## config.mk

```make
export PLATFORM = sky130hd
export DESIGN_NAME = vmultiply_unit
export DESIGN_NICKNAME = d
export VERILOG_FILES = /design/src/common/vlane_pkg.sv /design/src/vmul/vmul_operand_prep.sv /design/src/vmul/vmul_multiplier.sv /design/src/vmul/vmul_result_unit.sv /design/src/vmul/vmultiply_unit.sv
export VERILOG_INCLUDE_DIRS = /design/src /design/src/common
export SDC_FILE = /design/constraint.sdc
export NUM_CORES = 2
export LEC_CHECK = 0
export BUFFER_PORTS_ARGS = -buffer_cell sky130_fd_sc_hd__buf_2
export CAP_MARGIN = 20
export CORE_MARGIN = 4
export CORE_UTILIZATION = 40
export CTS_CLUSTER_DIAMETER = 150
export DETAILED_ROUTE_END_ITERATION = 8
export GPL_ROUTABILITY_DRIVEN = 0
export PLACE_DENSITY = 0.59
export REMOVE_ABC_BUFFERS = 1
export SKIP_CTS_REPAIR_TIMING = 1
export SYNTH_ARGS = -nofsm -noshare
export SYNTH_HDL_FRONTEND = slang
export SYNTH_HIERARCHICAL = 1
export SYNTH_SLANG_ARGS = --single-unit
```

## constraint.sdc

```tcl
create_clock -name CLK -period 8.7 [get_ports CLK]
set_input_delay 2.61 -clock CLK [delete_from_list [all_inputs] [get_ports CLK]]
set_output_delay 2.61 -clock CLK [all_outputs]
set_load 0.03 [all_outputs]
```

## src/common/vlane_defines.svh

```systemverilog
/* lane multiply sizes: data width, extended factor and product widths,
   request to response latency */
`ifndef VLANE_DEFINES_SVH
`define VLANE_DEFINES_SVH

// operand and result width
`define VLANE_XLEN 32
// one guard bit so unsigned 32-bit operands stay positive
`define VLANE_FACTOR_W (`VLANE_XLEN + 1)
`define VLANE_PROD_W (2 * `VLANE_FACTOR_W)
// prep, multiply, result stages
`define VLANE_MUL_LAT 3

`endif

```

## src/common/vlane_pkg.sv

```systemverilog
/* lane multiply types: element width and opcode enums,
   request, control sideband and response structs */
`default_nettype none
`include "vlane_defines.svh"

package vlane_pkg;

  // element width
  typedef enum logic [1:0] {
    SEW8  = 2'd0,
    SEW16 = 2'd1,
    SEW32 = 2'd2
  } sew_t;

  // multiply opcodes, each one fixes its own sign handling
  typedef enum logic [2:0] {
    OP_MUL   = 3'd0,  // low sew bits of vs1*vs2
    OP_MULH  = 3'd1,  // high sew bits of vs1*vs2
    OP_WMUL  = 3'd2,  // low 2*sew bits of vs1*vs2
    OP_MACC  = 3'd3,  // vd + vs1*vs2
    OP_NMSAC = 3'd4,  // vd - vs1*vs2
    OP_MADD  = 3'd5,  // vs1*vd + vs2
    OP_NMSUB = 3'd6   // vs2 - vs1*vd
  } mul_op_t;

  // one element operation into the lane
  typedef struct packed {
    logic [`VLANE_XLEN-1:0] vs1;
    logic [`VLANE_XLEN-1:0] vs2;
    logic [`VLANE_XLEN-1:0] vd;
    sew_t                   sew;
    mul_op_t                op;
    // bit 0 vs1, bit 1 multiplicand
    logic [1:0]             signed_ops;
  } mul_req_t;

  // control that rides along with the factors and product
  typedef struct packed {
    sew_t                   sew;
    mul_op_t                op;
    // already routed and cut to sew bits
    logic [`VLANE_XLEN-1:0] addend;
  } mul_ctrl_t;

  // element result
  typedef struct packed {
    logic [`VLANE_XLEN-1:0] result;
  } mul_resp_t;

endpackage

`default_nettype wire

```

## src/vmul/vmul_operand_prep.sv

```systemverilog
/* operand prep stage: per-sew extension of both factors, fused-form
   routing of multiplicand and addend, first pipeline register */
`timescale 1ns/1ns
`default_nettype none
`include "vlane_defines.svh"

module vmul_operand_prep (
  input  logic                      CLK,
  input  logic                      nRST,
  input  logic                      flush,
  input  logic                      in_valid,
  input  vlane_pkg::mul_req_t       in_req,
  output logic                      prep_valid,
  output logic [`VLANE_FACTOR_W-1:0] factor_a,
  output logic [`VLANE_FACTOR_W-1:0] factor_b,
  output vlane_pkg::mul_ctrl_t      prep_ctrl
);

  logic [`VLANE_XLEN-1:0]     mcand;
  logic [`VLANE_XLEN-1:0]     addend_raw;
  logic                       swap_vd;
  logic [`VLANE_FACTOR_W-1:0] ext_a;
  logic [`VLANE_FACTOR_W-1:0] ext_b;
  vlane_pkg::mul_ctrl_t       ctrl_d;

  // low sew bits, sign or zero filled up to 33 bits
  function automatic logic [`VLANE_FACTOR_W-1:0] extend(
    input logic [`VLANE_XLEN-1:0] v,
    input vlane_pkg::sew_t        sew,
    input logic                   sgn
  );
    logic fill;
    case (sew)
      vlane_pkg::SEW8: begin
        fill = sgn & v[7];
        extend = {{25{fill}}, v[7:0]};
      end
      vlane_pkg::SEW16: begin
        fill = sgn & v[15];
        extend = {{17{fill}}, v[15:0]};
      end
      default: begin
        fill = sgn & v[31];
        extend = {fill, v};
      end
    endcase
  endfunction

  // low sew bits only, nothing above
  function automatic logic [`VLANE_XLEN-1:0] cut_sew(
    input logic [`VLANE_XLEN-1:0] v,
    input vlane_pkg::sew_t        sew
  );
    case (sew)
      vlane_pkg::SEW8:  cut_sew = {24'd0, v[7:0]};
      vlane_pkg::SEW16: cut_sew = {16'd0, v[15:0]};
      default:          cut_sew = v;
    endcase
  endfunction

  // madd and nmsub multiply by vd and add vs2
  assign swap_vd = (in_req.op == vlane_pkg::OP_MADD) | (in_req.op == vlane_pkg::OP_NMSUB);
  assign mcand      = swap_vd ? in_req.vd  : in_req.vs2;
  assign addend_raw = swap_vd ? in_req.vs2 : in_req.vd;

  assign ext_a = extend(in_req.vs1, in_req.sew, in_req.signed_ops[0]);
  assign ext_b = extend(mcand, in_req.sew, in_req.signed_ops[1]);

  assign ctrl_d.sew    = in_req.sew;
  assign ctrl_d.op     = in_req.op;
  assign ctrl_d.addend = cut_sew(addend_raw, in_req.sew);

  always_ff @(posedge CLK, negedge nRST) begin
    if (!nRST) begin
      prep_valid <= 1'b0;
      factor_a   <= '0;
      factor_b   <= '0;
      prep_ctrl  <= '0;
    end else begin
      // flush also drops a request on the same edge
      prep_valid <= in_valid & ~flush;
      if (in_valid) begin
        factor_a  <= ext_a;
        factor_b  <= ext_b;
        prep_ctrl <= ctrl_d;
      end
    end
  end

endmodule

`default_nettype wire

```

## src/vmul/vmul_multiplier.sv

```systemverilog
/* multiply stage: signed 33x33 product register with the control
   sideband and valid carried alongside */
`timescale 1ns/1ns
`default_nettype none
`include "vlane_defines.svh"

module vmul_multiplier (
  input  logic                       CLK,
  input  logic                       nRST,
  input  logic                       flush,
  input  logic                       prep_valid,
  input  logic [`VLANE_FACTOR_W-1:0] factor_a,
  input  logic [`VLANE_FACTOR_W-1:0] factor_b,
  input  vlane_pkg::mul_ctrl_t       prep_ctrl,
  output logic                       prod_valid,
  output logic [`VLANE_PROD_W-1:0]   product,
  output vlane_pkg::mul_ctrl_t       prod_ctrl
);

  logic signed [`VLANE_FACTOR_W-1:0] sa;
  logic signed [`VLANE_FACTOR_W-1:0] sb;
  logic signed [`VLANE_PROD_W-1:0]   prod_d;

  // factors are already extended, so always a signed multiply
  assign sa = $signed(factor_a);
  assign sb = $signed(factor_b);

  // full 66-bit product, no overflow possible
  assign prod_d = sa * sb;

  always_ff @(posedge CLK, negedge nRST) begin
    if (!nRST) begin
      prod_valid <= 1'b0;
    end else if (flush) begin
      prod_valid <= 1'b0;
    end else begin
      prod_valid <= prep_valid;
    end
  end

  // product and sideband advance together
  // so each op in flight keeps its own control
  always_ff @(posedge CLK, negedge nRST) begin
    if (!nRST) begin
      product   <= '0;
      prod_ctrl <= '0;
    end else if (prep_valid) begin
      product   <= prod_d;
      prod_ctrl <= prep_ctrl;
    end
  end

endmodule

`default_nettype wire

```

## src/vmul/vmul_result_unit.sv

```systemverilog
/* result stage: product slice select, negation, fused add,
   sew truncation and output register */
`timescale 1ns/1ns
`default_nettype none
`include "vlane_defines.svh"

module vmul_result_unit (
  input  logic                     CLK,
  input  logic                     nRST,
  input  logic                     flush,
  input  logic                     prod_valid,
  input  logic [`VLANE_PROD_W-1:0] product,
  input  vlane_pkg::mul_ctrl_t     prod_ctrl,
  output logic                     out_valid,
  output vlane_pkg::mul_resp_t     out_resp
);

  logic [`VLANE_XLEN-1:0] lo_slice;
  logic [`VLANE_XLEN-1:0] hi_slice;
  logic [`VLANE_XLEN-1:0] wide_slice;
  logic [`VLANE_XLEN-1:0] prod_term;
  logic [`VLANE_XLEN-1:0] fused_sum;
  logic                   negate;
  logic                   fused;
  logic [`VLANE_XLEN-1:0] result_d;

  // zero above sew
  function automatic logic [`VLANE_XLEN-1:0] cut_sew(
    input logic [`VLANE_XLEN-1:0] v,
    input vlane_pkg::sew_t        sew
  );
    case (sew)
      vlane_pkg::SEW8:  cut_sew = {24'd0, v[7:0]};
      vlane_pkg::SEW16: cut_sew = {16'd0, v[15:0]};
      default:          cut_sew = v;
    endcase
  endfunction

  // low word covers the low sew bits at every width
  assign lo_slice = product[`VLANE_XLEN-1:0];

  // high half of the 2*sew product
  always_comb begin
    case (prod_ctrl.sew)
      vlane_pkg::SEW8:  hi_slice = {24'd0, product[15:8]};
      vlane_pkg::SEW16: hi_slice = {16'd0, product[31:16]};
      default:          hi_slice = product[63:32];
    endcase
  end

  // widened result, at sew32 only the low word fits
  always_comb begin
    case (prod_ctrl.sew)
      vlane_pkg::SEW8: wide_slice = {16'd0, product[15:0]};
      default:         wide_slice = product[31:0];
    endcase
  end

  // nmsac and nmsub subtract the product from the addend
  assign negate = (prod_ctrl.op == vlane_pkg::OP_NMSAC) | (prod_ctrl.op == vlane_pkg::OP_NMSUB);
  assign fused  = negate | (prod_ctrl.op == vlane_pkg::OP_MACC) |
                  (prod_ctrl.op == vlane_pkg::OP_MADD);

  assign prod_term = negate ? (`VLANE_XLEN'(0) - lo_slice) : lo_slice;
  // wraps mod 2^32, truncation below takes it to mod 2^sew
  assign fused_sum = prod_term + prod_ctrl.addend;

  always_comb begin
    if (fused) begin
      result_d = cut_sew(fused_sum, prod_ctrl.sew);
    end else begin
      case (prod_ctrl.op)
        vlane_pkg::OP_MULH: result_d = hi_slice;
        vlane_pkg::OP_WMUL: result_d = wide_slice;
        default:            result_d = cut_sew(lo_slice, prod_ctrl.sew);
      endcase
    end
  end

  always_ff @(posedge CLK, negedge nRST) begin
    if (!nRST) begin
      out_valid <= 1'b0;
    end else begin
      out_valid <= prod_valid & ~flush;
    end
  end

  // result only moves when a product arrives
  always_ff @(posedge CLK, negedge nRST) begin
    if (!nRST) begin
      out_resp <= '0;
    end else if (prod_valid) begin
      out_resp.result <= result_d;
    end
  end

endmodule

`default_nettype wire

```

## src/vmul/vmultiply_unit.sv

```systemverilog
/* lane multiply unit top: operand prep, multiplier and result stages */
`timescale 1ns/1ns
`default_nettype none
`include "vlane_defines.svh"

module vmultiply_unit (
  input  logic                 CLK,
  input  logic                 nRST,
  input  logic                 flush,
  input  logic                 in_valid,
  input  vlane_pkg::mul_req_t  in_req,
  output logic                 out_valid,
  output vlane_pkg::mul_resp_t out_resp
);

  // stage 1 to stage 2
  logic                       prep_valid;
  logic [`VLANE_FACTOR_W-1:0] factor_a;
  logic [`VLANE_FACTOR_W-1:0] factor_b;
  vlane_pkg::mul_ctrl_t       prep_ctrl;

  // stage 2 to stage 3
  logic                       prod_valid;
  logic [`VLANE_PROD_W-1:0]   product;
  vlane_pkg::mul_ctrl_t       prod_ctrl;

  vmul_operand_prep u_prep (
    .CLK(CLK), .nRST(nRST), .flush(flush),
    .in_valid(in_valid), .in_req(in_req),
    .prep_valid(prep_valid), .factor_a(factor_a), .factor_b(factor_b),
    .prep_ctrl(prep_ctrl)
  );

  vmul_multiplier u_mult (
    .CLK(CLK), .nRST(nRST), .flush(flush),
    .prep_valid(prep_valid), .factor_a(factor_a), .factor_b(factor_b),
    .prep_ctrl(prep_ctrl),
    .prod_valid(prod_valid), .product(product), .prod_ctrl(prod_ctrl)
  );

  vmul_result_unit u_result (
    .CLK(CLK), .nRST(nRST), .flush(flush),
    .prod_valid(prod_valid), .product(product), .prod_ctrl(prod_ctrl),
    .out_valid(out_valid), .out_resp(out_resp)
  );

endmodule

`default_nettype wire

```

# Word-level counts from Yosys, hierarchy flattened
# Index checks and enable logic that the tools add are counted.
# totals
elab_cells,54
out_inout_bits,33
regBits,239
inputBits,107
# classes
mux,13
multipliers,1
add_sub_neg,2
eq_ne,10
reduce_logical,2
n_bitwise,13
# ops
op,count
$pmux W32 S2,5
$mux W32,5
$pmux W33 S2,2
$mul A33 B33 Y64,1
$add A32 B32 Y32,1
$sub A1 B32 Y32 const A,1
$eq A3 B3 Y1 const B,5
$and A1 B1 Y1,8
$eq A3 B2 Y1 const B,2
$eq A2 B1 Y1 const B,2
$logic_not A2 Y1,2
$or A1 B1 Y1,4
$eq A3 B1 Y1 const B,1
$mux W1,1
$not A1 Y1,1

# Longest topological paths before layout
# logic_depth
ltp_word,6
depth_mapped,29
depth_no_buf,27

# Hierarchy
# Netlist, hierarchy kept.
# modules_own_cells
module,cells_per_inst,instances,area_per_inst_um2
vmul_multiplier,4456,1,42707.2
vmul_operand_prep,468,1,4847.1
vmul_result_unit,652,1,4763.3

# Worst setup path before layout
# OpenSTA, ideal clock, no wires.
# synth_timing
path_type,reg2reg
startpoint,register u_prep.factor_a[32]
endpoint,register u_mult.product[58]
path_buffers,2
path_slack_ns,0.733
path_stages_with_launch,25
arrival_time_ns,7.842
synth_period_minus_slack_ns,7.967
path_cell_list,dfrtp_1 clkbuf_1 nand2_1 inv_1 fa_1 fa_1 fa_1 fa_1 fa_1 fa_1 fa_1 inv_1 fa_1 inv_1 ha_1 clkbuf_1 a21o_1 a21oi_1 o21bai_1 a211o_1 a2111o_1 a21oi_1 o31ai_1 xor2_1 mux2_2
# synth_via
elab_chain_len,1
# synth_lines
item,line_no,rtl
from (decl),vmul_operand_prep.sv:14,"output logic [`VLANE_FACTOR_W-1:0] factor_a,"
from (signal assigned),vmul_operand_prep.sv:83,factor_a <= ext_a;
$mul A33 B33 Y64,vmul_multiplier.sv:29,assign prod_d = sa * sb;
to (signal assigned),vmul_multiplier.sv:48,product <= prod_d;
to (decl),vmul_multiplier.sv:16,"output logic [`VLANE_PROD_W-1:0] product,"
# Every way passes these cells.
# A chain may end at the register's enable or synchronous reset.

# Worst setup path after layout
# layout_timing
startpoint,register u_prep.factor_a[11]
endpoint,register u_mult.product[55]
# The elaborated chain is that of the path after synthesis.

==> flow_summary.toml <==
[worst_hold_path]
min_to = "u_mult/product[45]"
min_path_cells = 2
min_path_type = "reg2reg"
worstHoldStart = "u_mult/product[45]"

[route]
vias_per_cell = 5.19
routedWlPerCell_um = 20.2
drcViolationCount = 0
totalWireLength_um = 147000
vias = 37869
initialDrtViolationCount = 2652
drt_pre_antenna_iters = 8
drtAntennaViolNets = 0

[logic_synthesis]
avgSynthCellArea_sq_um = 9.38
netlist_area_sq_um = 51700
netlist_instances = 5511
ys.warnings.count = 6

[cts]
numCtsBuffers = 28
htree_levels = 1
clk_latency_ns = 0.63
clk_pin_slew_worst_paths_ns = 0.07
clock_sinks = 239
cts_buffer_depth = 3
tritoncts = "yes"
cts-root-buf = "clkbuf_16"

[worst_setup_path]
required_ns = 9.17
regToRegSetupSlack_ns = 0.31
crit_top_cell = "fa_1"
crit_chain = "buf_4, nand2_1, fa_1, fa_1, inv_1, fa_1, fa_1, fa_1, fa_1, fa_1, inv_1, fa_1, inv_1, ha_1, a21o_1, a311oi_1, o21a_1, o211ai_1, nor2b_1, or3_2, a21oi_2, xnor2_1, mux2_2"
worstPathArrival_ns = 8.86
r2r_start = "u_prep/factor_a[11]"
crit_path_top_delay_cell = "dfrtp_1"
cp-end-kind = "register"
crit_type = "reg2reg"
reg2reg_depth = 23
crit_fanout = 20
r2r-end = "u_mult/product[55]"
critical_path.max_stage_delay_ns = 0.95
start_kind = "register"

[floorplan]
chipHeight_um = 368
core_sq_um = 128000
start_util_pct = 40.4
die_area_sq_um = 135000
dieWidth_um = 368
row_count = 131
io_pins = 140

[run_status]
status = "finished, final reports clean"

[job]
maxCapViolCount = 0

[finish]
syn2layout_area_growth_pct = 7.90
drive_gt1_share_pct = 8.65
nNetsFinal = 7034
fin_util_pct = 43.6
num-fill-cells = 12516

[global_routing]
grt_max_degree = 103
grt_overflow = 0
antenna_found_initial = 4
grt_pass1_vias = 41245
grt_pass1_wl_um = 237000
grtUsageTotal_pct = 22.2

[placed_design]
dp_worst_setup_slack_ns = 0.164
numPortBuffers = 139
hpwl_um = 123000

[timing]
rsz0062_at_grt = "no"
worst_pin_slew_ns = 1.14
slew_violations = 0
setup-violations-final = 0
fin_tns_setup_ns = 0
slew_headroom_pct = 23.7
max_freq_mhz = 119
setup_ws_ns = 0.313
skew_ns = 0.0491
final.period_utilization_pct = 96.4
period_minus_slack_ns = 8.39
hold_violations = 0
stage by stage:
stage	instance area, sq um	hold WS, ns	cells
global route	55800	0.514	7292
detailed placement	54800	0.475	7238
global placement	54800	0.469	7238
CTS	55700	0.491	7290
finish	55800	0.491	7294
floorplan	50500	0.452	5214
worst max-delay path: cells and delay by family, from the launching register on:
kind	cells	cell delay (ns)
fa+ha+maj	9	4.33
compound gates	5	1.28
flops	1	0.95
xor+xnor	1	0.10
simple gates	3	0.78
buf+inv	4	0.52
mux	1	0.26
sequential cells by signal, summed over array words and instances, names as in the netlist:
register,count
u_prep/factor_b,33
u_mult/prod_valid,1
u_result/out_valid,1
u_prep/factor_a,33
u_result/out_resp,32
u_prep/prep_ctrl,37
u_mult/product,64
u_prep/prep_valid,1
u_mult/prod_ctrl,37
area by class of cell:
cell class              count  area (sq um)  area share [%]
clock buffers              37           764            1.37
diodes                      3          7.51          0.0135
multi-input cells        3793         40200            72.0
inverters                1182          4440            7.95
flip-flops and latches    239          6000            10.7
well taps                1729          2160            3.88
repair buffers            296          2050            3.67
clock inverters            15           224           0.401
worst max-delay path by stage:
| stage | start | to | slack, ns | depth (start not counted) |
|---|---|---|---|---|
| global route | u_prep/factor_b[0] | u_mult/product[43] | 0.01 | 26 |
| floorplan | u_prep/factor_a[32] | u_mult/product[58] | 0.75 | 22 |
| finish | u_prep/factor_a[11] | u_mult/product[55] | 0.31 | 23 |
| global placement | u_prep/factor_b[1] | u_mult/product[42] | 0.22 | 24 |
| CTS | u_prep/factor_a[5] | u_mult/product[42] | 0.13 | 24 |
| detailed placement | u_prep/factor_a[5] | u_mult/product[42] | 0.16 | 24 |
cell usage in the layout (no fill, tap or decap), types with 9 or more instances in the layout:
cell type / instances
dfrtp_2: 9
a21o_1: 42
nand3_1: 51
o22a_1: 11
inv_1: 1181
o21a_1: 17
nand4_1: 19
a31oi_1: 16
nor3_1: 28
mux2i_1: 71
nand2_1: 647
buf_4: 145
a21oi_1: 159
clkbuf_16: 29
xor2_1: 41
a22oi_1: 17
o21ai_0: 117
a211oi_1: 25
nand2b_1: 20
xnor2_1: 54
fa_1: 1137
dfrtp_1: 229
and3_1: 11
and2_1: 565
mux2_2: 101
buf_12: 11
o221ai_1: 21
o22ai_1: 27
nor2_1: 158
buf_2: 137
ha_1: 250
o21bai_1: 24
o31ai_1: 23
nor2b_1: 16
metal layers:
layer  track usage (%)  vias to the layer above  share of wire, %
met5                 0                        -                 0
met4              6.77                        0               3.6
met3              2.62                      246               5.1
met2              37.4                     1133                48
met1              30.2                    19775                43
li1                  -                    16715                 -
Power is not shown: default switching activity piles up to over one toggle a cycle in this logic, so the estimate is an artifact.
